### src/riscv_pkg.sv
// Shared widths, pipeline control codes and FSM encodings of the stall and flush control.
// Every memory access is one 32-bit word. Byte enables are not modelled.
package riscv_pkg;

    // widths fixed by RV32I
    localparam int xlen       = 32;
    localparam int reg_addr_w = 5;

    typedef logic [xlen-1:0]       word_t;
    typedef logic [reg_addr_w-1:0] reg_idx_t;

    // control code for one pipeline register
    typedef enum logic [1:0] {
        enable = 2'd0,
        stall  = 2'd1,
        flush  = 2'd2
    } hazard_ctrl_e;

    // branch decision coming from fetch
    typedef enum logic {
        no_jump = 1'b0,
        jump    = 1'b1
    } branch_e;

    typedef enum logic {
        read  = 1'b0,
        write = 1'b1
    } mem_dir_e;

    // memory access of the instruction sitting in EX/MEM
    typedef struct packed {
        logic     mem_en;
        mem_dir_e dir;
    } mem_ctrl_t;

    typedef enum logic [1:0] {
        issue      = 2'd0,
        instr_wait = 2'd1,
        data_wait  = 2'd2
    } hz_state_e;

endpackage
### src/mem_bus_if.sv
// One requester's link to the arbiter. req holds with stable payload until a one-cycle ack.
interface mem_bus_if;
    import riscv_pkg::*;

    logic  req;
    logic  we;
    word_t addr;
    word_t wdata;
    // valid only in the ack cycle
    word_t rdata;
    logic  ack;

    modport requester (
        output req, we, addr, wdata,
        input  rdata, ack
    );

    modport arbiter (
        input  req, we, addr, wdata,
        output rdata, ack
    );

endinterface

### src/pipe_ctrl_top.sv
// Stall and flush control with the fetch and data requesters sharing one memory bus.
// Fetch never writes. Memory must take at least one cycle before ack.
module pipe_ctrl_top (
    input  logic                    CLK,
    input  logic                    RSTn,
    input  riscv_pkg::branch_e      branch,
    input  riscv_pkg::mem_ctrl_t    ex_mem_ctrl,
    input  riscv_pkg::reg_idx_t     ex_mem_rd,
    input  riscv_pkg::reg_idx_t     dec_ex_rs1,
    input  riscv_pkg::reg_idx_t     dec_ex_rs2,
    output riscv_pkg::hazard_ctrl_e pc_reg,
    output riscv_pkg::hazard_ctrl_e if_dec,
    output riscv_pkg::hazard_ctrl_e dec_ex,
    output riscv_pkg::hazard_ctrl_e ex_mem,
    output riscv_pkg::hazard_ctrl_e mem_wb,
    output logic                    instr_mux_sel,
    input  logic                    fetch_start,
    input  riscv_pkg::word_t        fetch_addr,
    output logic                    fetch_done,
    output riscv_pkg::word_t        fetch_rdata,
    input  logic                    data_start,
    input  logic                    data_we,
    input  riscv_pkg::word_t        data_addr,
    input  riscv_pkg::word_t        data_wdata,
    output logic                    data_done,
    output riscv_pkg::word_t        data_rdata,
    output logic                    mem_req,
    output logic                    mem_we,
    output riscv_pkg::word_t        mem_addr,
    output riscv_pkg::word_t        mem_wdata,
    input  riscv_pkg::word_t        mem_rdata,
    input  logic                    mem_ack
);
    import riscv_pkg::*;

    logic instr_busy;
    logic data_busy;
    logic instr_allow;
    logic data_allow;

    mem_bus_if instr_bus ();
    mem_bus_if data_bus ();

    hazard_unit u_hazard (
        .CLK(CLK), .RSTn(RSTn), .branch(branch), .ex_mem_ctrl(ex_mem_ctrl),
        .ex_mem_rd(ex_mem_rd), .dec_ex_rs1(dec_ex_rs1), .dec_ex_rs2(dec_ex_rs2),
        .instr_busy(instr_busy), .data_busy(data_busy), .instr_allow(instr_allow),
        .data_allow(data_allow), .instr_mux_sel(instr_mux_sel), .pc_reg(pc_reg),
        .if_dec(if_dec), .dec_ex(dec_ex), .ex_mem(ex_mem), .mem_wb(mem_wb)
    );

    // instruction fetch, read only
    mem_port u_fetch_port (
        .CLK(CLK), .RSTn(RSTn), .start(fetch_start), .allow(instr_allow),
        .we(read), .addr(fetch_addr), .wdata(word_t'(0)), .busy(instr_busy),
        .done(fetch_done), .rdata(fetch_rdata), .bus(instr_bus)
    );

    mem_port u_data_port (
        .CLK(CLK), .RSTn(RSTn), .start(data_start), .allow(data_allow),
        .we(data_we), .addr(data_addr), .wdata(data_wdata), .busy(data_busy),
        .done(data_done), .rdata(data_rdata), .bus(data_bus)
    );

    mem_arbiter u_arbiter (
        .CLK(CLK), .RSTn(RSTn), .mem_rdata(mem_rdata), .mem_ack(mem_ack),
        .mem_req(mem_req), .mem_we(mem_we), .mem_addr(mem_addr),
        .mem_wdata(mem_wdata), .instr_bus(instr_bus), .data_bus(data_bus)
    );

endmodule

### src/mem_arbiter.sv
// Data requester wins each new arbitration. The grant stays locked until the memory acks.
module mem_arbiter (
    input  logic             CLK,
    input  logic             RSTn,
    input  riscv_pkg::word_t mem_rdata,
    input  logic             mem_ack,
    output logic             mem_req,
    output logic             mem_we,
    output riscv_pkg::word_t mem_addr,
    output riscv_pkg::word_t mem_wdata,
    mem_bus_if.arbiter       instr_bus,
    mem_bus_if.arbiter       data_bus
);
    import riscv_pkg::*;

    logic lock_q;
    // owner of the locked transfer is data when high
    logic own_data_q;
    logic grant_data;

    always_comb begin
        if (lock_q) begin
            grant_data = own_data_q;
        end else begin
            grant_data = data_bus.req;
        end
    end

    always_ff @(posedge CLK) begin
        if (!RSTn) begin
            lock_q     <= 1'b0;
            own_data_q <= 1'b0;
        end else if (mem_ack) begin
            lock_q <= 1'b0;
        end else if (!lock_q && mem_req) begin
            lock_q     <= 1'b1;
            own_data_q <= grant_data;
        end
    end

    assign mem_req   = grant_data ? data_bus.req   : instr_bus.req;
    assign mem_we    = grant_data ? data_bus.we    : instr_bus.we;
    assign mem_addr  = grant_data ? data_bus.addr  : instr_bus.addr;
    assign mem_wdata = grant_data ? data_bus.wdata : instr_bus.wdata;

    // read word goes to both but only the owner sees ack
    assign instr_bus.rdata = mem_rdata;
    assign data_bus.rdata  = mem_rdata;
    assign instr_bus.ack   = mem_ack && mem_req && !grant_data;
    assign data_bus.ack    = mem_ack && mem_req && grant_data;

    a_one_ack: assert property (@(posedge CLK) disable iff (!RSTn)
        !(instr_bus.ack && data_bus.ack));

    // a granted request keeps its owner until the memory acks
    a_owner_held: assert property (@(posedge CLK) disable iff (!RSTn)
        mem_req && !mem_ack |=> $stable(grant_data));

endmodule

### src/mem_port.sv
// Holds one word access until acknowledged. Starts while busy or disallowed are dropped.
module mem_port (
    input  logic             CLK,
    input  logic             RSTn,
    input  logic             start,
    input  logic             allow,
    input  logic             we,
    input  riscv_pkg::word_t addr,
    input  riscv_pkg::word_t wdata,
    output logic             busy,
    output logic             done,
    output riscv_pkg::word_t rdata,
    mem_bus_if.requester     bus
);
    import riscv_pkg::*;

    logic  busy_q;
    logic  we_q;
    word_t addr_q;
    word_t wdata_q;
    logic  accept;

    assign accept = start && allow && !busy_q;

    always_ff @(posedge CLK) begin
        if (!RSTn) begin
            busy_q <= 1'b0;
        end else if (accept) begin
            busy_q <= 1'b1;
        end else if (bus.ack) begin
            busy_q <= 1'b0;
        end
    end

    // request payload, captured on accept
    always_ff @(posedge CLK) begin
        if (accept) begin
            we_q    <= we;
            addr_q  <= addr;
            wdata_q <= wdata;
        end
    end

    assign bus.req   = busy_q;
    assign bus.we    = we_q;
    assign bus.addr  = addr_q;
    assign bus.wdata = wdata_q;

    assign busy  = busy_q;
    assign done  = busy_q && bus.ack;
    assign rdata = bus.rdata;

    a_req_stable: assert property (@(posedge CLK) disable iff (!RSTn)
        bus.req && !bus.ack |=> $stable(bus.addr) && $stable(bus.we));

endmodule

### src/hazard_unit.sv
// Freezes the whole pipeline while a memory access is outstanding.
// Load-use check ignores x0. Outputs are combinational from state and inputs.
module hazard_unit (
    input  logic                    CLK,
    input  logic                    RSTn,
    input  riscv_pkg::branch_e      branch,
    input  riscv_pkg::mem_ctrl_t    ex_mem_ctrl,
    input  riscv_pkg::reg_idx_t     ex_mem_rd,
    input  riscv_pkg::reg_idx_t     dec_ex_rs1,
    input  riscv_pkg::reg_idx_t     dec_ex_rs2,
    input  logic                    instr_busy,
    input  logic                    data_busy,
    output logic                    instr_allow,
    output logic                    data_allow,
    output logic                    instr_mux_sel,
    output riscv_pkg::hazard_ctrl_e pc_reg,
    output riscv_pkg::hazard_ctrl_e if_dec,
    output riscv_pkg::hazard_ctrl_e dec_ex,
    output riscv_pkg::hazard_ctrl_e ex_mem,
    output riscv_pkg::hazard_ctrl_e mem_wb
);
    import riscv_pkg::*;

    hz_state_e state_q;
    hz_state_e state_d;
    logic      load_use;

    always_ff @(posedge CLK) begin
        if (!RSTn) begin
            state_q <= issue;
        end else begin
            state_q <= state_d;
        end
    end

    // fetch busy wins over data busy when both are set
    always_comb begin
        case (state_q)
            issue: begin
                if (instr_busy) begin
                    state_d = instr_wait;
                end else if (data_busy) begin
                    state_d = data_wait;
                end else begin
                    state_d = issue;
                end
            end
            instr_wait: state_d = instr_busy ? instr_wait : issue;
            data_wait:  state_d = data_busy ? data_wait : issue;
            default:    state_d = issue;
        endcase
    end

    // load in EX/MEM feeding an operand of the instruction in DEC/EX
    assign load_use = ex_mem_ctrl.mem_en && (ex_mem_ctrl.dir == read) &&
                      (ex_mem_rd != '0) &&
                      ((ex_mem_rd == dec_ex_rs1) || (ex_mem_rd == dec_ex_rs2));

    always_comb begin
        pc_reg      = enable;
        if_dec      = enable;
        dec_ex      = enable;
        ex_mem      = enable;
        mem_wb      = enable;
        instr_allow = 1'b1;
        data_allow  = 1'b1;
        if (state_q == issue) begin
            if (branch == jump) begin
                pc_reg = stall;
                if_dec = flush;
            end
            // bubble into EX overrides the jump flush
            if (load_use) begin
                pc_reg = stall;
                if_dec = stall;
                dec_ex = flush;
            end
        end else begin
            pc_reg      = stall;
            if_dec      = stall;
            dec_ex      = stall;
            ex_mem      = stall;
            mem_wb      = stall;
            instr_allow = 1'b0;
            data_allow  = 1'b0;
        end
    end

    // fetched word selected in the cycle its busy has dropped
    assign instr_mux_sel = (state_q == instr_wait) && !instr_busy;

    // a busy seen while issuing freezes everything from the next cycle
    a_wait_freezes: assert property (@(posedge CLK) disable iff (!RSTn)
        (state_q == issue) && (instr_busy || data_busy) |=>
            (state_q != issue) && (pc_reg == stall) && (if_dec == stall) &&
            (dec_ex == stall) && (ex_mem == stall) && (mem_wb == stall) &&
            !instr_allow && !data_allow);

endmodule

### config.mk
export PLATFORM = sky130hd
export DESIGN_NAME = pipe_ctrl_top
export DESIGN_NICKNAME = d
export VERILOG_FILES = /design/src/riscv_pkg.sv /design/src/mem_bus_if.sv /design/src/pipe_ctrl_top.sv /design/src/mem_arbiter.sv /design/src/mem_port.sv /design/src/hazard_unit.sv
export SDC_FILE = /design/constraint.sdc
export NUM_CORES = 1
export LEC_CHECK = 0
export ABC_AREA = 0
export BUFFER_PORTS_ARGS = -buffer_cell sky130_fd_sc_hd__buf_2
export CORE_MARGIN = 10
export CORE_UTILIZATION = 35
export DETAILED_ROUTE_END_ITERATION = 16
export PLACE_DENSITY = 0.7
export SLEW_MARGIN = 20
export SYNTH_ARGS = -nofsm -noshare
export SYNTH_HDL_FRONTEND = slang
export SYNTH_SLANG_ARGS = --single-unit
### constraint.sdc
create_clock -name CLK -period 8.45 [get_ports CLK]
set_input_delay 1.69 -clock CLK [delete_from_list [all_inputs] [get_ports CLK]]
set_output_delay 1.69 -clock CLK [all_outputs]
set_load 0.05 [all_outputs]
==> results.toml, run 1 <==
[logic_synthesis]
synth_area_sq_mm = 0.00452
synth_cells = 299
ys_ff_latch = 103
synthTopCellsByArea = "edfxtp_1 64%, buf_4 12%, mux2_2 6.2%"
yosysUniqueCellTypes = 27
synth.top_cell.area_share_pct = 64.5
avgSynthCellArea_sq_um = 15.1
yosysTopAreaCell = "edfxtp_1"
yosys_warnings = 0
ys_seq_area_share_pct = 67.1

[worst_setup_path]
cp-start-kind = "input pin"
crit_fanout = 4
worst-endpoint-required_ns = 6.76
worst_ep_arrival_time_ns = 2.95
cp-end-kind = "primary output"
critPathKind = "in -> out"

[clock_tree]
clk_pin_slew_ns = 0.07
cts_sinks = 103
cts_root_buf = "clkbuf_16"
cts_tree = "done"
cts_max_level = 3
clk_latency_ns = 0.34
clk_path_buf_depth = 2
cts_resized = 0
hold_buffers = 0
cts_setup_buffers = 0
cts_made_buffers = 9

[sta]
tightest_slew_ns = 0.992
slew_violations = 0
rsz0062_at_grt = "no"
max-slew-margin-rel_pct = 33.7
fin_crit_sh_pct = 54.9
fin_worst_skew_ns = 0.00725
hold_viol_final = 0
fin_crit_ns = 4.64
setup_tns_ns = 0
setup_violations = 0
timing.fmax_mhz = 216

[layout]
drive_gt1_share_pct = 57.0
diodes = 0
final_cell_mix = "195 x buf_2, 97 x edfxtp_1, 36 x nor2b_1, 25 x mux2_2, 10 x xor2_1"
nets = 583
synthToLayoutAreaGrowth_pct = 21.2
final_common_cell = "buf_2"
final_area_sq_mm = 0.00548

[global_route]
grt_pass1_vias = 2945
grt_pass1_wl_microns = 16700
grt_util_all_layers_pct = 12.2
grt_max_degree = 55
gr-total-overflow = 0
antenna_found_initial = 0

[detailed_routing]
ant_nets = 0
num_vias = 2615
wl_microns = 11200
detail_route.wl_per_cell_microns = 18.4
drc_errors = 0
drt-pass1-iter-count = 4
drt_iter0_drc = 91
via_per_inst = 4.31

[job]
maxCapViolCount = 0

[run_status]
status = "finished clean"

[floorplanning]
die_h_microns = 134
rows = 41
die_w_microns = 134
initial_utilization_pct = 35.8
fp.dieArea_sq_mm = 0.0179
core_area_sq_mm = 0.0126
io_pins = 295

[placement]
placed_area_sq_mm = 0.00519
hpwl_microns = 8850
port_buffers = 195
place.gp.congestion = 0.772

[power]
p_per_area_mw_per_mm2 = 240
p_leak_nw = 2.32
vdd_drop_max_mv = 0.176

[hold_path]
worstHoldPathType = "reg -> reg"
==> area by class of cell <==
class,instances,area (sq um)
tap,172,215
fill,1204,7140
inverter,1,3.75
clock inverter,6,62.6
sequential,103,3030
timing repair buffer,197,991
multi-input combinational,119,947
clock buffer,9,225
==> kinds of logic (layout without fill, tap and decap cells) <==
family                 after synthesis  after routing  synth area share, %
flip-flops                         103            103                 67.1
buffers and inverters               79            213                 12.7
AND/OR/NAND/NOR                     64             64                 8.08
multiplexers                        33             33                 8.78
XOR/XNOR                            10             10                 1.94
AO/OA/AOI/OAI                        9              9                 1.30
other                                1              3               0.0830
==> critical path: stages <==
cell and delay, ns:
buf_2 0.12, or4_1 0.54, o21ai_2 0.18, o211a_1 0.16, buf_2 0.26
==> flip-flops by register name, summed over array words and instances (netlist names) <==
name                   flops
u_data_port.bus.addr      32
u_data_port.bus.wdata     32
u_fetch_port.bus.addr     32
u_hazard.state_q           2
u_arbiter.lock_q           1
u_arbiter.own_data_q       1
u_data_port.bus.req        1
u_data_port.bus.we         1
u_fetch_port.bus.req       1
==> synthesized netlist by cell type <==
cell      count
edfxtp_1     97
buf_2         5
dfxtp_1       6
nor3b_1       4
nand2_1       5
o21ai_2       1
nor2_1        9
o211a_1       1
nor3_1        5
mux2i_1       1
or4_1         1
mux2_2       25
buf_6         1
buf_4        70
a22oi_1       2
o21ai_0       2
clkbuf_1      1
inv_1         1
a21oi_1       3
mux2_4        7
nand2b_1      1
and2_1        1
conb_1        1
and3_1        2
clkbuf_2      1
xor2_1       10
nor2b_1      36
==> through the flow <==
stage / hold slack (ns) / worst slack, ns / total power (W) / std cells / util [%]
2_1_floorplan: 0.412 / 3.50 / 0.000937 / 301 / -
3_3_place_gp: 0.430 / 3.84 / 0.000936 / 592 / 41.1
3_5_place_dp: 0.440 / 3.81 / 0.000940 / 592 / 41.1
4_1_cts: 0.450 / 3.81 / 0.00134 / 607 / 43.4
5_1_grt: 0.472 / 3.78 / 0.00138 / 607 / 43.4
6_report: 0.444 / 3.81 / 0.00132 / 607 / 43.4
==> metal layers <==
layer | global-route usage [%] | part of all wire, % | vias to the layer above
met5 | 0 | 0 | -
li1 | - | - | 1243
met4 | 4.90 | 2.7 | 0
met3 | 6.77 | 11 | 27
met1 | 11.2 | 33 | 1182
met2 | 21.9 | 54 | 163
==> report_power, final <==
group	switching (W)	internal [W]
Combinational	0.000218	0.0000835
Clock	0.000187	0.000207
Sequential	0.0000121	0.000609
==> path summary, 6_finish.rpt <==
check / startpoint / cells past startpoint / to / slack (ns)
worst min register to register: u_hazard.state_q[0] / 1 / u_hazard.state_q[1] / 0.44
worst min-delay path: u_hazard.state_q[0] / 1 / u_hazard.state_q[1] / 0.44
worst max-delay path: ex_mem_rd[0] / 5 / if_dec[1] / 3.81
worst max register to register: u_hazard.state_q[1] / 4 / u_data_port.bus.addr[22] / 6.08
No activity file was read; power rests on OpenSTA's default activity.
==> run 2, diff against run 1 <==
Clock period 8.45 ns to 4.4 ns, I/O delays scaled along.
==> run 2 against run 1 <==
  * Hold slack got worse by 0.0037 ns
  * Clock power increased by 90%
  * Wire length increased by 4.9%
  * Final area increased by 0.41%
  * Final cell count increased by 0.16%
  * Sequential cell count unchanged
  * Power increased by 92%
  * Largest power group unchanged
==> results.toml, run 2 (synthesized netlist as in run 1, its figures left out) <==
[sta]
setup_violations = 0
hold_viol_final = 0
setup_tns_ns = 0
slew_violations = 0
rsz0062_at_grt = "no"
fin_crit_sh_pct = 76.3
fin_worst_skew_ns = 0.00685
fin_crit_ns = 3.36
max-slew-margin-rel_pct = 30.9
holdWs_ns = 0.440
tightest_slew_ns = 1.03
timing.fmax_mhz = 298

[worst_setup_path]
r2r-start = "u_hazard.state_q[1]"
crit_chain = "mux2i_4, buf_12, mux2_2, buf_2"
cp_top_family = "multiplexers"
worst_path_max_delay_cell = "mux2i_4"
r2r_end = "u_data_port.bus.addr[0]"
cp.depth = 4
worst_ep_arrival_time_ns = 2.48
cp-start-kind = "register"
cp-end-kind = "primary output"
cp_num_buf_inv = 2
crit_path_start = "u_arbiter.lock_q"
crit_fanout = 44
r2r_cells = 4
crit_end = "mem_addr[11]"
critPathKind = "reg -> out"
critPathMaxStageDelay_ns = 0.71
r2r_setup_slack_ns = 2.28
worst-endpoint-required_ns = 3.52

[floorplanning]
die_h_microns = 134
fp.dieArea_sq_mm = 0.0179
initial_utilization_pct = 35.8
io_pins = 295
die_w_microns = 134
core_area_sq_mm = 0.0126
rows = 41

[layout]
final_cell_mix = "195 x buf_2, 97 x edfxtp_1, 36 x nor2b_1, 25 x mux2_2, 10 x xor2_1"
final_common_cell = "buf_2"
synthToLayoutAreaGrowth_pct = 21.7
nets = 583
diodes = 0
drive_gt1_share_pct = 56.9
nFillCells = 1195

[detailed_routing]
ant_nets = 0
drt-pass1-iter-count = 4
num_vias = 2676
wl_microns = 11700
detail_route.wl_per_cell_microns = 19.3
drc_errors = 0
drt_iter0_drc = 138
via_per_inst = 4.40

[global_route]
grt_max_degree = 45
grt_util_all_layers_pct = 12.8
gr-total-overflow = 0
antenna_found_initial = 0
grt_pass1_wl_microns = 17500
grt_pass1_vias = 3043

[placement]
hpwl_microns = 9140
place.gp.congestion = 0.795
port_buffers = 195

[clock_tree]
cts_root_buf = "clkbuf_16"
cts_setup_buffers = 0
clk_pin_slew_ns = 0.07
cts_tree = "done"
cts_resized = 0
cts_made_buffers = 9
clk_path_buf_depth = 2
hold_buffers = 0
clk_latency_ns = 0.34
cts_sinks = 103
cts_max_level = 3

[power]
vdd_drop_max_mv = 0.262
p_per_area_mw_per_mm2 = 460
p_leak_nw = 2.32

[hold_path]
worstHoldPathType = "reg -> reg"

[job]
maxCapViolCount = 0

[run_status]
status = "finished clean"
==> run 2: cell types whose count changed in the layout (fill, tap and decap cells not counted), sizes merged <==
cell | previous run | this run
clkinv | 1 | 5
clkbuf | 9 | 10
inv | 6 | 2
==> run 2: routing by layer <==
| layer | vias up | track usage (%) | routed length, microns |
|---|---|---|---|
| li1 | 1243 | - | - |
| met4 | 0 | 5.74 | 321 |
| met5 | - | 0 | 0 |
| met3 | 32 | 6.58 | 1110 |
| met2 | 161 | 23.5 | 6470 |
| met1 | 1240 | 11.3 | 3810 |
==> run 2: final cells by class <==
class                      count  area [sq um]  share of cell area, %
sequential                   103          3030                   55.1
clock buffer                  10           229                   4.16
multi-input combinational    119           947                   17.2
tap                          172           215                   3.91
timing repair buffer         197          1020                   18.5
clock inverter                 6          56.3                   1.02
inverter                       1          3.75                 0.0682
==> run 2: worst register-to-register path, stage by stage (launching register included) <==
cell	delay (ns)
dfxtp_1	0.32
nor2_1	0.33
nand2_1	0.16
nor2_4	0.64
buf_12	0.32
==> run 2: power breakdown <==
group | switching [W] | total [W] | internal, W
Clock | 0.000357 | 0.000749 | 0.000393
Combinational | 0.000423 | 0.000589 | 0.000166
Sequential | 0.0000240 | 0.00119 | 0.00117
==> run 2: through the flow <==
| step | area, sq um | setup slack (ns) | total power [W] | instances | utilization (%) |
|---|---|---|---|---|---|
| 5_1_grt | 5500 | 0.887 | 0.00264 | 608 | 43.6 |
| 6_report | 5500 | 1.04 | 0.00253 | 608 | 43.6 |
| 2_1_floorplan | 4530 | 0.264 | 0.00180 | 301 | - |
| 3_5_place_dp | 5220 | 1.37 | 0.00181 | 592 | 41.3 |
| 4_1_cts | 5500 | 0.974 | 0.00257 | 608 | 43.6 |
| 3_3_place_gp | 5220 | 1.40 | 0.00180 | 592 | 41.3 |
==> run 2: worst min-delay path by stage <==
stage                             start                   to  slack, ns  cells past startpoint
global route        u_hazard.state_q[0]  u_hazard.state_q[1]       0.46                      1
detailed placement  u_hazard.state_q[0]  u_hazard.state_q[1]       0.44                      1
CTS                 u_hazard.state_q[0]  u_hazard.state_q[1]       0.45                      1
global placement    u_hazard.state_q[0]  u_hazard.state_q[1]       0.43                      1
finish              u_hazard.state_q[0]  u_hazard.state_q[1]       0.44                      1
floorplan           u_hazard.state_q[0]  u_hazard.state_q[1]       0.41                      1
==> run 3, diff against run 2 <==
Clock period 4.4 ns to 3.1 ns, I/O delays scaled along.
==> run 3 against run 2 <==
  * Sequential cell count unchanged
  * Sequential share of layout area is 0.26 points lower
  * Wire length shrank 0.62%
  * Final cell count grew 0.49%
  * Critical path depth is the same
  * Clock skew down 0.0011 ns
==> results.toml, run 3 (synthesized netlist as in run 1, its figures left out) <==
[worst_setup_path]
r2r_cells = 4
r2r-start = "u_hazard.state_q[1]"
critPathKind = "reg -> out"
worst-endpoint-required_ns = 2.48
r2r_end = "u_fetch_port.bus.addr[29]"
crit_fanout = 36
cp-end-kind = "primary output"
worst_ep_arrival_time_ns = 2.12
r2r_setup_slack_ns = 1.21
cp-start-kind = "register"

[job]
maxCapViolCount = 0

[placement]
port_buffers = 195
place.gp.congestion = 0.762
hpwl_microns = 9240

[detailed_routing]
detail_route.wl_per_cell_microns = 19.0
drt_iter0_drc = 85
num_vias = 2677
via_per_inst = 4.38
ant_nets = 0
drt-pass1-iter-count = 4
wl_microns = 11600
drc_errors = 0

[run_status]
status = "finished clean"

[sta]
timing.fmax_mhz = 365
fin_crit_ns = 2.74
slew_violations = 0
fin_worst_skew_ns = 0.00573
fin_crit_sh_pct = 88.5
setup_tns_ns = 0
rsz0062_at_grt = "no"
hold_viol_final = 0
setup_violations = 0

[layout]
diodes = 0
final_cell_mix = "195 x buf_2, 97 x edfxtp_1, 36 x nor2b_1, 25 x mux2_2, 10 x xor2_1"
final_common_cell = "buf_2"
nets = 586
utilization_pct = 43.8
nFillCells = 1195
drive_gt1_share_pct = 56.9
synthToLayoutAreaGrowth_pct = 22.3

[power]
p_per_area_mw_per_mm2 = 659
p_leak_nw = 2.34
vdd_drop_max_mv = 0.405

[clock_tree]
clk_latency_ns = 0.34
cts_setup_buffers = 0
clk_pin_slew_ns = 0.07
cts_resized = 0
cts_made_buffers = 9
cts_sinks = 103
clk_path_buf_depth = 2
cts_tree = "done"
cts_max_level = 3
cts_root_buf = "clkbuf_16"
hold_buffers = 0

[floorplanning]
die_h_microns = 134
fp.dieArea_sq_mm = 0.0179
die_w_microns = 134
initial_utilization_pct = 35.8
core_area_sq_mm = 0.0126
io_pins = 295
rows = 41

[global_route]
grt_pass1_wl_microns = 17100
grt_pass1_vias = 3046
grt_util_all_layers_pct = 12.5
grt_max_degree = 66
antenna_found_initial = 0
gr-total-overflow = 0

[hold_path]
min_to = "u_data_port.bus.wdata[14]"
worstHoldPathType = "in -> reg"
min_from = "data_wdata[14]"
whs_path_depth = 1
[run 3: metal layers]
layer	global-route usage, %	part of all wire (%)	up-vias
met4	7.44	4.0	0
met2	22.6	54	170
met1	11.1	32	1213
met5	0	0	-
li1	-	-	1248
met3	5.94	10	46
[run 3: layout make-up]
cell class	count	area (sq um)	share of cell area, %
repair buffers	200	1040	18.8
flip-flops and latches	103	3030	54.9
well taps	172	215	3.89
clock buffers	10	229	4.14
inverters	1	3.75	0.0679
clock inverters	6	60.1	1.09
multi-input cells	119	947	17.1
[run 3: how the worst max path moves through the flow]
stage | to | from | slack (ns)
after detailed placement | if_dec[1] | ex_mem_rd[0] | 0.60
after global routing | mem_addr[27] | u_arbiter.lock_q | 0.23
after global placement | if_dec[1] | ex_mem_rd[0] | 0.62
after floorplan | if_dec[0] | ex_mem_rd[1] | 0.29
final | mem_addr[3] | u_arbiter.lock_q | 0.36
after CTS | mem_addr[1] | u_arbiter.lock_q | 0.29
[run 3: per-stage QoR]
step                hold slack, ns  power (W)  cells  instance area, sq um  worst slack [ns]
finish                       0.447    0.00364    611                  5530             0.358
global route                 0.428    0.00379    611                  5530             0.233
CTS                          0.431    0.00370    611                  5530             0.289
detailed placement           0.452    0.00258    595                  5240             0.602
global placement             0.428    0.00256    595                  5240             0.617
floorplan                    0.413    0.00255    301                  4530             0.294
[run 3: power breakdown]
part	internal, W	switching, W	total [W]
clock network	0.000623	0.000483	0.00111
registers	0.00166	0.0000341	0.00169
logic	0.000241	0.000600	0.000841
[run 3: critical path, stage by stage (launching register included)]
cell	delay, ns
dfxtp_1	0.45
mux2i_4	0.44
buf_12	0.28
mux2_2	0.37
buf_2	0.21
